File: src/verilog/sysmon_params.svh
`ifndef SYSMON_PARAMS_SVH
`define SYSMON_PARAMS_SVH

// host byte counter width
`define BYTECNT_SIZE 7

// host register map
`define XADC_DRP_ADDR 8'd52   // drp address, bit 7 = write
`define XADC_DRP_DATA 8'd53   // drp data window, byte per bytecnt
`define XADC_STAT     8'd54   // alarm status

// conversion result registers
`define ADDR_TEMP         7'h00
`define ADDR_VCCINT       7'h01
`define ADDR_VCCAUX       7'h02
`define ADDR_VBRAM        7'h06

// alarm threshold registers
`define ADDR_TEMP_UPPER   7'h50
`define ADDR_VCCINT_UPPER 7'h51
`define ADDR_VCCAUX_UPPER 7'h52
`define ADDR_OT_UPPER     7'h53
`define ADDR_TEMP_RESET   7'h54
`define ADDR_VCCINT_LOWER 7'h55
`define ADDR_VCCAUX_LOWER 7'h56
`define ADDR_OT_RESET     7'h57
`define ADDR_VBRAM_UPPER  7'h58
`define ADDR_VBRAM_LOWER  7'h5C

`define UPPER_RESET_VAL 16'hFFFF  // upper and ot thresholds
`define LOWER_RESET_VAL 16'h0000  // lower and temp reset thresholds

`endif

File: src/verilog/host_reg_pkg.sv
`default_nettype none

// host byte bus side
package host_reg_pkg;

  typedef logic [7:0] reg_addr_t;  // host register address
  typedef logic [7:0] reg_byte_t;  // one data byte on the host bus

endpackage

`default_nettype wire

File: src/verilog/sysmon_drp_pkg.sv
`default_nettype none

// drp and monitor side
package sysmon_drp_pkg;

  typedef logic [6:0]  drp_addr_t;   // drp register address
  typedef logic [15:0] drp_word_t;   // conversion result or threshold
  typedef logic [4:0]  alarm_vec_t;  // one bit per alarm

  // bit positions in alarm_vec_t in the same order as the status register
  typedef enum logic [2:0] {
    OT        = 3'd0,  // over-temperature
    USER_TEMP = 3'd1,  // user temperature alarm
    VCCINT    = 3'd2,
    VCCAUX    = 3'd3,
    VBRAM     = 3'd4
  } alarm_idx_e;

endpackage

`default_nettype wire

File: src/verilog/xadc_reg_bridge.sv
`default_nettype none
`timescale 1ns/10ps
`include "sysmon_params.svh"

// a drp write loads the data window bytes and then the address with bit 7 set
// a drp read writes the address with bit 7 clear and then reads the data window
module xadc_reg_bridge (
  input  wire                             clk_usb,
  input  wire                             reset_i,
  input  wire host_reg_pkg::reg_addr_t    reg_address,  // host register select
  input  wire [`BYTECNT_SIZE-1:0]         reg_bytecnt,  // byte within the word
  input  wire host_reg_pkg::reg_byte_t    reg_datai,    // write byte
  output host_reg_pkg::reg_byte_t         reg_datao,    // read byte, one clock late
  input  wire                             reg_read,     // level
  input  wire                             reg_write,    // one-cycle strobe
  output logic                            xadc_error,   // any alarm
  output sysmon_drp_pkg::drp_addr_t       drp_addr,
  output sysmon_drp_pkg::drp_word_t       drp_din,
  output logic                            drp_den,
  output logic                            drp_dwe,
  input  wire sysmon_drp_pkg::drp_word_t  drp_dout,
  input  wire                             drp_drdy,
  input  wire sysmon_drp_pkg::alarm_vec_t alarms
);
  import host_reg_pkg::*;
  import sysmon_drp_pkg::*;

  drp_word_t hold_word;  // last drp read result
  logic      rd_cycle;   // pending drdy belongs to a read
  logic      byte_ok;    // bytecnt is 0 or 1
  logic      addr_wr;    // host writes the drp address
  reg_byte_t rd_byte;    // read mux output

  assign addr_wr = reg_write && (reg_address == `XADC_DRP_ADDR);
  assign byte_ok = (reg_bytecnt[`BYTECNT_SIZE-1:1] == '0);  // upper bytes don't exist

  assign xadc_error = |alarms;

  // address write launches a drp cycle next clock
  always_ff @(posedge clk_usb) begin
    if (reset_i) begin
      drp_den  <= 1'b0;
      drp_dwe  <= 1'b0;
      drp_addr <= '0;
    end else if (addr_wr) begin
      drp_den  <= 1'b1;
      drp_dwe  <= reg_datai[7];    // msb picks write
      drp_addr <= reg_datai[6:0];
    end else begin
      drp_den  <= 1'b0;  // single pulse
      drp_dwe  <= 1'b0;
    end
  end

  // pending write word built a byte at a time
  always_ff @(posedge clk_usb) begin
    if (reg_write && (reg_address == `XADC_DRP_DATA) && byte_ok) begin
      if (reg_bytecnt[0])
        drp_din[15:8] <= reg_datai;  // high byte
      else
        drp_din[7:0]  <= reg_datai;  // low byte
    end
  end

  always_ff @(posedge clk_usb) begin
    if (reset_i)
      rd_cycle <= 1'b0;
    else
      rd_cycle <= drp_den && !drp_dwe;  // drdy arrives one clock after den
  end

  always_ff @(posedge clk_usb) begin
    if (drp_drdy && rd_cycle)
      hold_word <= drp_dout;  // write cycles leave it alone
  end

  always_comb begin
    case (reg_address)
      `XADC_DRP_ADDR: rd_byte = {1'b0, drp_addr};  // direction bit not kept
      `XADC_DRP_DATA: begin
        if (!byte_ok)
          rd_byte = '0;
        else if (reg_bytecnt[0])
          rd_byte = hold_word[15:8];
        else
          rd_byte = hold_word[7:0];
      end
      `XADC_STAT:     rd_byte = {3'b000, alarms};
      default:        rd_byte = '0;  // unknown register
    endcase
  end

  always_ff @(posedge clk_usb) begin
    if (reset_i)
      reg_datao <= '0;
    else if (reg_read)
      reg_datao <= rd_byte;
    else
      reg_datao <= '0;  // bus idles at zero
  end

endmodule

`default_nettype wire

File: src/verilog/sysmon_core.sv
`default_nettype none
`timescale 1ns/10ps
`include "sysmon_params.svh"

module sysmon_core (
  input  wire                            clk_usb,
  input  wire                            reset_i,
  input  wire sysmon_drp_pkg::drp_addr_t drp_addr,
  input  wire sysmon_drp_pkg::drp_word_t drp_din,
  input  wire                            drp_den,
  input  wire                            drp_dwe,
  output sysmon_drp_pkg::drp_word_t      drp_dout,      // zero outside drdy
  output logic                           drp_drdy,
  input  wire                            sample_valid,  // one-cycle strobe
  input  wire sysmon_drp_pkg::drp_addr_t sample_channel,
  input  wire sysmon_drp_pkg::drp_word_t sample_value,
  output sysmon_drp_pkg::drp_word_t      temp_val,
  output sysmon_drp_pkg::drp_word_t      vccint_val,
  output sysmon_drp_pkg::drp_word_t      vccaux_val,
  output sysmon_drp_pkg::drp_word_t      vbram_val,
  output sysmon_drp_pkg::drp_word_t      temp_upper,
  output sysmon_drp_pkg::drp_word_t      temp_reset,
  output sysmon_drp_pkg::drp_word_t      ot_upper,
  output sysmon_drp_pkg::drp_word_t      ot_reset,
  output sysmon_drp_pkg::drp_word_t      vccint_upper,
  output sysmon_drp_pkg::drp_word_t      vccint_lower,
  output sysmon_drp_pkg::drp_word_t      vccaux_upper,
  output sysmon_drp_pkg::drp_word_t      vccaux_lower,
  output sysmon_drp_pkg::drp_word_t      vbram_upper,
  output sysmon_drp_pkg::drp_word_t      vbram_lower
);
  import sysmon_drp_pkg::*;

  drp_word_t rd_word;  // addressed register

  always_comb begin
    case (drp_addr)
      `ADDR_TEMP:         rd_word = temp_val;
      `ADDR_VCCINT:       rd_word = vccint_val;
      `ADDR_VCCAUX:       rd_word = vccaux_val;
      `ADDR_VBRAM:        rd_word = vbram_val;
      `ADDR_TEMP_UPPER:   rd_word = temp_upper;
      `ADDR_VCCINT_UPPER: rd_word = vccint_upper;
      `ADDR_VCCAUX_UPPER: rd_word = vccaux_upper;
      `ADDR_OT_UPPER:     rd_word = ot_upper;
      `ADDR_TEMP_RESET:   rd_word = temp_reset;
      `ADDR_VCCINT_LOWER: rd_word = vccint_lower;
      `ADDR_VCCAUX_LOWER: rd_word = vccaux_lower;
      `ADDR_OT_RESET:     rd_word = ot_reset;
      `ADDR_VBRAM_UPPER:  rd_word = vbram_upper;
      `ADDR_VBRAM_LOWER:  rd_word = vbram_lower;
      default:            rd_word = '0;  // unmapped
    endcase
  end

  // every den gets a drdy one clock later
  always_ff @(posedge clk_usb) begin
    if (reset_i) begin
      drp_drdy <= 1'b0;
      drp_dout <= '0;
    end else begin
      drp_drdy <= drp_den;
      drp_dout <= drp_den ? rd_word : '0;  // value before any write this cycle
    end
  end

  // thresholds, drp writes only
  always_ff @(posedge clk_usb) begin
    if (reset_i) begin
      temp_upper   <= `UPPER_RESET_VAL;
      vccint_upper <= `UPPER_RESET_VAL;
      vccaux_upper <= `UPPER_RESET_VAL;
      vbram_upper  <= `UPPER_RESET_VAL;
      ot_upper     <= `UPPER_RESET_VAL;
      ot_reset     <= `UPPER_RESET_VAL;
      temp_reset   <= `LOWER_RESET_VAL;
      vccint_lower <= `LOWER_RESET_VAL;
      vccaux_lower <= `LOWER_RESET_VAL;
      vbram_lower  <= `LOWER_RESET_VAL;
    end else if (drp_den && drp_dwe) begin
      case (drp_addr)
        `ADDR_TEMP_UPPER:   temp_upper   <= drp_din;
        `ADDR_VCCINT_UPPER: vccint_upper <= drp_din;
        `ADDR_VCCAUX_UPPER: vccaux_upper <= drp_din;
        `ADDR_OT_UPPER:     ot_upper     <= drp_din;
        `ADDR_TEMP_RESET:   temp_reset   <= drp_din;
        `ADDR_VCCINT_LOWER: vccint_lower <= drp_din;
        `ADDR_VCCAUX_LOWER: vccaux_lower <= drp_din;
        `ADDR_OT_RESET:     ot_reset     <= drp_din;
        `ADDR_VBRAM_UPPER:  vbram_upper  <= drp_din;
        `ADDR_VBRAM_LOWER:  vbram_lower  <= drp_din;
        default: ;  // conversions are read-only on drp
      endcase
    end
  end

  // conversion results, sample strobe only
  always_ff @(posedge clk_usb) begin
    if (reset_i) begin
      temp_val   <= '0;
      vccint_val <= '0;
      vccaux_val <= '0;
      vbram_val  <= '0;
    end else if (sample_valid) begin
      case (sample_channel)
        `ADDR_TEMP:   temp_val   <= sample_value;
        `ADDR_VCCINT: vccint_val <= sample_value;
        `ADDR_VCCAUX: vccaux_val <= sample_value;
        `ADDR_VBRAM:  vbram_val  <= sample_value;
        default: ;  // other channels dropped
      endcase
    end
  end

endmodule

`default_nettype wire

File: src/verilog/alarm_monitor.sv
`default_nettype none
`timescale 1ns/10ps

module alarm_monitor (
  input  wire                             clk_usb,
  input  wire                             reset_i,
  input  wire sysmon_drp_pkg::drp_word_t  temp_val,
  input  wire sysmon_drp_pkg::drp_word_t  vccint_val,
  input  wire sysmon_drp_pkg::drp_word_t  vccaux_val,
  input  wire sysmon_drp_pkg::drp_word_t  vbram_val,
  input  wire sysmon_drp_pkg::drp_word_t  temp_upper,
  input  wire sysmon_drp_pkg::drp_word_t  temp_reset,
  input  wire sysmon_drp_pkg::drp_word_t  ot_upper,
  input  wire sysmon_drp_pkg::drp_word_t  ot_reset,
  input  wire sysmon_drp_pkg::drp_word_t  vccint_upper,
  input  wire sysmon_drp_pkg::drp_word_t  vccint_lower,
  input  wire sysmon_drp_pkg::drp_word_t  vccaux_upper,
  input  wire sysmon_drp_pkg::drp_word_t  vccaux_lower,
  input  wire sysmon_drp_pkg::drp_word_t  vbram_upper,
  input  wire sysmon_drp_pkg::drp_word_t  vbram_lower,
  output sysmon_drp_pkg::alarm_vec_t      alarms  // registered
);
  import sysmon_drp_pkg::*;

  // temperature alarm with hysteresis where set wins if the thresholds cross
  function automatic logic hyst_next(input logic cur, input drp_word_t val,
                                     input drp_word_t hi, input drp_word_t lo);
    logic nxt;
    nxt = cur;           // between thresholds, hold
    if (val >= hi)
      nxt = 1'b1;
    else if (val < lo)
      nxt = 1'b0;
    return nxt;
  endfunction

  // supply outside its window
  function automatic logic out_of_window(input drp_word_t val, input drp_word_t hi,
                                         input drp_word_t lo);
    return (val > hi) || (val < lo);
  endfunction

  always_ff @(posedge clk_usb) begin
    if (reset_i) begin
      alarms <= '0;
    end else begin
      alarms[OT]        <= hyst_next(alarms[OT], temp_val, ot_upper, ot_reset);
      alarms[USER_TEMP] <= hyst_next(alarms[USER_TEMP], temp_val, temp_upper, temp_reset);
      alarms[VCCINT]    <= out_of_window(vccint_val, vccint_upper, vccint_lower);
      alarms[VCCAUX]    <= out_of_window(vccaux_val, vccaux_upper, vccaux_lower);
      alarms[VBRAM]     <= out_of_window(vbram_val, vbram_upper, vbram_lower);
    end
  end

endmodule

`default_nettype wire

File: src/verilog/xadc_subsystem.sv
`default_nettype none
`timescale 1ns/10ps
`include "sysmon_params.svh"

module xadc_subsystem (
  input  wire                             clk_usb,
  input  wire                             reset_i,
  input  wire host_reg_pkg::reg_addr_t    reg_address,
  input  wire [`BYTECNT_SIZE-1:0]         reg_bytecnt,
  input  wire host_reg_pkg::reg_byte_t    reg_datai,
  output host_reg_pkg::reg_byte_t         reg_datao,
  input  wire                             reg_read,
  input  wire                             reg_write,
  output wire                             xadc_error,
  input  wire                             sample_valid,   // conversion done
  input  wire sysmon_drp_pkg::drp_addr_t  sample_channel,
  input  wire sysmon_drp_pkg::drp_word_t  sample_value
);
  import sysmon_drp_pkg::*;

  drp_addr_t  drp_addr;
  drp_word_t  drp_din, drp_dout;
  logic       drp_den, drp_dwe, drp_drdy;
  alarm_vec_t alarms;

  drp_word_t temp_val, vccint_val, vccaux_val, vbram_val;       // conversions
  drp_word_t temp_upper, temp_reset, ot_upper, ot_reset;       // temp thresholds
  drp_word_t vccint_upper, vccint_lower, vccaux_upper, vccaux_lower;
  drp_word_t vbram_upper, vbram_lower;

  xadc_reg_bridge i_xadc_reg_bridge (
    .clk_usb, .reset_i, .reg_address, .reg_bytecnt, .reg_datai, .reg_datao,
    .reg_read, .reg_write, .xadc_error,
    .drp_addr, .drp_din, .drp_den, .drp_dwe, .drp_dout, .drp_drdy,
    .alarms
  );

  sysmon_core i_sysmon_core (
    .clk_usb, .reset_i,
    .drp_addr, .drp_din, .drp_den, .drp_dwe, .drp_dout, .drp_drdy,
    .sample_valid, .sample_channel, .sample_value,
    .temp_val, .vccint_val, .vccaux_val, .vbram_val,
    .temp_upper, .temp_reset, .ot_upper, .ot_reset,
    .vccint_upper, .vccint_lower, .vccaux_upper, .vccaux_lower,
    .vbram_upper, .vbram_lower
  );

  alarm_monitor i_alarm_monitor (
    .clk_usb, .reset_i,
    .temp_val, .vccint_val, .vccaux_val, .vbram_val,
    .temp_upper, .temp_reset, .ot_upper, .ot_reset,
    .vccint_upper, .vccint_lower, .vccaux_upper, .vccaux_lower,
    .vbram_upper, .vbram_lower,
    .alarms
  );

endmodule

`default_nettype wire

File: config.mk
export PLATFORM = sky130hd
export DESIGN_NAME = xadc_subsystem
export DESIGN_NICKNAME = d
export VERILOG_FILES = /design/src/verilog/host_reg_pkg.sv /design/src/verilog/sysmon_drp_pkg.sv /design/src/verilog/xadc_reg_bridge.sv /design/src/verilog/sysmon_core.sv /design/src/verilog/alarm_monitor.sv /design/src/verilog/xadc_subsystem.sv
export VERILOG_INCLUDE_DIRS = /design/src /design/src/verilog
export SDC_FILE = /design/constraint.sdc
export NUM_CORES = 1
export LEC_CHECK = 0
export BUFFER_PORTS_ARGS = -buffer_cell sky130_fd_sc_hd__clkbuf_2
export CAP_MARGIN = 20
export CELL_PAD_IN_SITES_DETAIL_PLACEMENT = 0
export CELL_PAD_IN_SITES_GLOBAL_PLACEMENT = 1
export CORE_ASPECT_RATIO = 0.5
export CORE_MARGIN = 8
export CORE_UTILIZATION = 43
export DETAILED_ROUTE_END_ITERATION = 16
export PLACE_DENSITY = 0.84
export SETUP_SLACK_MARGIN = 0.1
export SYNTH_ARGS = -nofsm -noshare
export SYNTH_HDL_FRONTEND = slang
export SYNTH_SLANG_ARGS = --single-unit
File: constraint.sdc
create_clock -name clk_usb -period 2 [get_ports clk_usb]
set_input_delay 0.4 -clock clk_usb [delete_from_list [all_inputs] [get_ports clk_usb]]
set_output_delay 0.4 -clock clk_usb [all_outputs]
set_load 0.05 [all_outputs]
Yosys cells after proc, flatten, opt, wreduce, memory -nomap -nowiden --
Index checks and enable logic that the tools add are counted.
Word-level totals: register bits 296, input bits 51, word-level logic and storage cells 104
Operators by class: order comparisons 10, equality and inequality tests 19, multiplexer cells 9, bitwise gates (word level) 4, reduce and logical (&&, ||, !) cells 35
Operators by type and width (number):
- $pmux 16 s14 | 1
- $lt 16x16->1 | 5
- $eq 7x7->1 const B | 10
- $gt 16x16->1 | 3
- $ge 16x16->1 | 2
- $reduce_and 2->1 | 16
- $eq 8x6->1 const B | 3
- $pmux 8 s3 | 1
- $mux 8 | 2
- $eq 7x1->1 const B | 2
- $eq 7x2->1 const B | 2
- $eq 7x3->1 const B | 2
- $logic_not 7->1 | 2
- $logic_and 1x1->1 | 6
- $logic_not 6->1 | 1
- $reduce_or 2->1 | 3
- $mux 1 | 5
- $reduce_or 5->1 | 1
- $not 1->1 | 4
- $reduce_bool 2->1 | 2
- $logic_or 1x1->1 | 3
- $logic_not 1->1 | 1

Depth between registers and ports, before layout --
depth after elaboration 4, depth in mapped cells 8, mapped depth without buffers 7

Hierarchy --
Synthesis repeated with hierarchy kept, for this count alone.
Unflattened totals: cell total of the unflattened synthesis 1864, area, all modules 16487.1 µm²
Modules (own cells, without submodules):
- sysmon_core | instances 1, cells an instance 1195, area each 10587.7 µm², seq. area each 4824.6 µm²
- alarm_monitor | instances 1, cells an instance 549, area each 4005.1 µm², seq. area each 100.1 µm²
- xadc_reg_bridge | instances 1, cells an instance 120, area each 1894.3 µm², seq. area each 1321.3 µm²

Worst setup path before layout --
OpenSTA, ideal clock, no wires.
path kind input -> register, from input reg_address[1], to register i_xadc_reg_bridge.drp_din[0], enable pin, setup time 0.370 ns, arrival time 1.744 ns, path slack -0.114 ns, stages on the path 6, buffers on the path 1, cell sequence clkbuf_1 nor4b_1 nand4_1 inv_1 nand2_1 nor2_1
On the way: cells in the longest elaborated chain, start to end 4
RTL lines:
- start: declaration | line xadc_subsystem.sv:8 | input wire host_reg_pkg::reg_addr_t reg_address,
- $eq 8x6->1 (no line)
- $logic_and 1x1->1 (2 in a row) | line xadc_reg_bridge.sv:57 | if (reg_write && (reg_address == `XADC_DRP_DATA) && byte_ok) begin
- $reduce_and 2->1 (no line)
- end signal: assignment | line xadc_reg_bridge.sv:61 | drp_din[7:0] <= reg_datai;
- end: declaration | line xadc_reg_bridge.sv:18 | output sysmon_drp_pkg::drp_word_t drp_din,
No other way between the ends. A chain may end at the register's enable or synchronous reset.

Worst setup path after layout --
from register i_xadc_reg_bridge.drp_addr[2], to register i_sysmon_core.drp_dout[13]
On the way: cells in the longest elaborated chain, start to end 2
RTL lines:
- start: declaration | line xadc_reg_bridge.sv:17 | output sysmon_drp_pkg::drp_addr_t drp_addr,
- start signal: assignment | line xadc_reg_bridge.sv:48 | drp_addr <= reg_datai[6:0];
- $eq 7x7->1, or another cell as far along | line sysmon_core.sv:37 | case (drp_addr)
- $pmux 16 s14 (*) | line sysmon_core.sv:37
- end signal: assignment | line sysmon_core.sv:63 | drp_dout <= drp_den ? rd_word : '0;
- end: declaration | line sysmon_core.sv:12 | output sysmon_drp_pkg::drp_word_t drp_dout,
Every way passes the cells marked *; elsewhere a longest branch is shown, timed or not.

==> key figures <==
Clock network
  – Worst-path clk slew: 0.07 ns
  – Clk buf depth: 3
  – CTS Sinks: 296
  – H-Tree Depth: 1
  – Clk root buf: clkbuf_16
  – CTS Buf Count: 29
  – Worst-Skew Late Latency: 0.58 ns
  – CTS tree: built

Timing
  – Relative slew slack: 0.469
  – Hold Fails Final Rpt: 0
  – Finish-stage setup viols: 0
  – Max Fclk: 502 MHz
  – Crit share post-route: 0.997
  – Setup WS post-layout: 0.00632 ns
  – Clock skew: 0.0204 ns
  – Clock period minus final worst setup slack: 1.99 ns
  – Actual slew at the worst max-slew pin: 0.796 ns
  – Hold_ws: 0.0346 ns
  – Slew Limit Fails: 0
  – RSZ-0062 raised after global routing: yes

Synthesis
  – Top area cells in the synthesized netlist: dfxtp_1, ha_1, mux2i_1
  – Mapped Cells: 1,849
  – Sequential area share after synthesis: 0.391
  – Yosys top cell by area: dfxtp_1
  – Syn_area_per_cell: 8.65 sq um
  – EDFF count, synth: 32
  – Asr flop ratio synth: 0
  – Post-Syn Nets: 2,055
  – Yosys cell types: 72
  – #FFs+latches synth: 296
  – Ys Warns: 0
  – Main synth FF type: dfxtp_1
  – Cell with the most instances after synthesis: nand2_1
  – Post-synth top area share: 0.331
  – Mapped Area: 16,000 sq um
  – Most common library cells after synthesis: nand2_1, dfxtp_1, inv_1

Cells and area
  – Synthesis-to-layout area growth: 24.6%
  – Share of layout cells above drive strength 1: 0.209
  – FF/Latch Area: 6290 sq um
  – Final Instance Count excl. Fillers: 2,558
  – FILL cells: 3,345
  – Multi-input gate area: 9010 sq um
  – Ant diodes: 0
  – Core Util, Final: 0.538
  – Nets: 2,251

Detailed routing
  – Drt via density: 5.91
  – WL final: 65.1 mm
  – Number of DRC markers in iteration 0: 1,735
  – TritonRoute pass-1 iters: 7
  – DR vias: 15,125
  – Residual DRC: 0
  – Routed length per instance: 25.4 microns
  – Antenna Nets Post-Route: 0

Place
  – Gpl congestion: 1.01
  – Worst slack at placement: -0.157 ns
  – Number of buffers added on ports: 59
  – Inst Count DP: 2,473
  – DPL Wire Length: 48.3 mm

GRT
  – Met1 Usage GRT: 0.378
  – Global-route wire length before repair: 92.7 mm
  – Met3 Usage GRT: 0.102
  – Remaining Overflow, GRT: 0
  – Gr busiest metal: met2
  – Vias in the first global route: 14,261
  – Met2 GRT Util: 0.402
  – Initial antenna violation count: 3
  – Largest net degree at the start of global routing: 57
  – Overall Global Routing Usage: 0.280

Floorplanning
  – Total Die Area: 44,000 sq um
  – I/O pin total: 60
  – Core Region: 37,000 sq um
  – DIE WIDTH: 289 microns
  – Die Y: 152 microns
  – Initial Utilization: 0.432
  – Core Rows: 50

Worst setup path
  – CP max stage delay: 0.64 ns
  – Buffers & Inverters on Critical Path: 1
  – R2r setup slk: 0.006 ns
  – CP max FO: 6
  – Worst setup EP type: flip-flop
  – Crit path DAT: 2.41 ns
  – Crit-path slowest cell: a222oi_1
  – CP startpoint kind: flip-flop
  – Critical path type: flip-flop to flip-flop
  – CP top delay family: compound AO/OA/AOI/OAI gates
  – Crit path cell chain: buf_4 -> and2_4 -> a22oi_2 -> o22ai_1 -> a222oi_1 -> a21oi_2
  – Required time of the critical path: 2.42 ns

Pwr
  – Internal: 9280 uW
  – P per Cell Area: 603 nW/um^2
  – Worst ir drop on vdd: 516 uV
  – Leakage: 0.00877 uW
  – Sw frac: 0.227
  – Logic pwr share: 0.025
  – Psw: 2730 uW
  – Reg power frac: 0.499
  – Clock power frac: 0.477

Min path
  – Hold Crit Class: input pin to flip-flop

Status
  – Outcome: finished, final reports clean

Run
  – Max-cap violations: 0
[registers in the layout (all words and copies together) (netlist names), 7 cells and up]
signal and count:
i_sysmon_core.vccint_upper 16, i_xadc_reg_bridge.drp_din 16, i_sysmon_core.vccaux_upper 16, i_xadc_reg_bridge.drp_addr 7, i_sysmon_core.vccaux_lower 16, i_sysmon_core.vccint_lower 16
i_sysmon_core.temp_reset 16, i_sysmon_core.ot_upper 16, i_sysmon_core.temp_val 16, i_sysmon_core.temp_upper 16, i_sysmon_core.vbram_val 16, i_xadc_reg_bridge.hold_word 16
i_sysmon_core.vbram_upper 16, i_sysmon_core.vccint_val 16, i_sysmon_core.vbram_lower 16, i_sysmon_core.drp_dout 16, i_sysmon_core.ot_reset 16, i_sysmon_core.vccaux_val 16
i_xadc_reg_bridge.reg_datao 8
[logic make-up (layout without fill, tap and decap cells)]
| family | Yosys count | after routing | share of synthesized area |
|---|---|---|---|
| simple gates | 565 | 565 | 0.161 |
| fa+ha+maj | 155 | 155 | 0.121 |
| mux | 124 | 124 | 0.0786 |
| flops | 296 | 296 | 0.391 |
| buf+inv | 279 | 494 | 0.0697 |
| compound gates | 430 | 430 | 0.178 |
[stage by stage]
stage / total power [uW] / area [sq um] / setup TNS [ns]
floorplan: 6260 / 16000 / 0
global placement: 6420 / 18200 / -0.197
detailed placement: 6420 / 18200 / -0.199
CTS: 12000 / 19300 / 0
global route: 12300 / 19900 / 0
finish: 12000 / 19900 / 0
[power groups by stage]
stage / Combinational [uW] / Sequential [uW] / Clock (uW)
final: 297 / 5990 / 5730
after global routing: 311 / 5980 / 5990
after CTS: 288 / 5990 / 5730
after detailed placement: 285 / 6130 / 0
after global placement: 284 / 6130 / 0
after floorplan: 131 / 6130 / 0
[per-layer routing]
layer,part of all wire,up-vias
met4,0.046,4
met2,0.41,828
met3,0.12,170
li1,-,6965
met5,0.00038,-
met1,0.42,7158
[worst paths after layout]
| check | from | endpoint | depth (start not counted) |
|---|---|---|---|
| worst max-delay path | i_xadc_reg_bridge.drp_addr[2] | i_sysmon_core.drp_dout[13] | 6 |
| worst min-delay path | reg_datai[7] | i_xadc_reg_bridge.drp_din[15] | 1 |
| worst max register to register | i_xadc_reg_bridge.drp_addr[2] | i_sysmon_core.drp_dout[13] | 6 |
| worst min register to register | i_sysmon_core.drp_dout[8] | i_xadc_reg_bridge.hold_word[8] | 0 |
[placed cells by master, fill, tap and decap left out, drive strengths merged, types with 6 or more instances in the layout]
| master | netlist | routed |
|---|---|---|
| ha | 155 | 155 |
| a211oi | 12 | 12 |
| o211ai | 91 | 91 |
| nand3 | 36 | 36 |
| nor3b | 6 | 6 |
| a21oi | 133 | 133 |
| o22ai | 9 | 9 |
| a31oi | 14 | 14 |
| nor3 | 29 | 29 |
| nor2 | 117 | 117 |
| inv | 158 | 159 |
| mux2 | 12 | 12 |
| mux2i | 112 | 112 |
| nor2b | 7 | 7 |
| nand4 | 26 | 26 |
| a21o | 20 | 20 |
| a221oi | 11 | 11 |
| edfxtp | 32 | 32 |
| a41oi | 6 | 6 |
| o21ai | 45 | 45 |
| nor4 | 10 | 10 |
| clkbuf | 75 | 93 |
| o21a | 7 | 7 |
| o32ai | 9 | 9 |
| dfxtp | 264 | 264 |
| a22oi | 24 | 24 |
| nand2 | 293 | 293 |
| a2111oi | 7 | 7 |
| nand2b | 9 | 9 |
| buf | 45 | 225 |
| clkinv | 1 | 11 |
[layout make-up]
cell class	count	area share
well taps	494	0.0310
inverters	159	0.0300
multi-input cells	1274	0.452
clock inverters	16	0.00955
repair buffers	285	0.123
clock buffers	34	0.0379
flip-flops and latches	296	0.316
[timing repair]
action                                  CTS  global route
endpoints found under the hold margin     0             0
pin swaps                                 4            18
resized for setup                        35            74
cloned                                    2             3
hold buffers                              0             0
endpoints found under the setup margin   24            79
setup buffers                             5            25
Note: power is estimated with default switching activity, not from simulation.
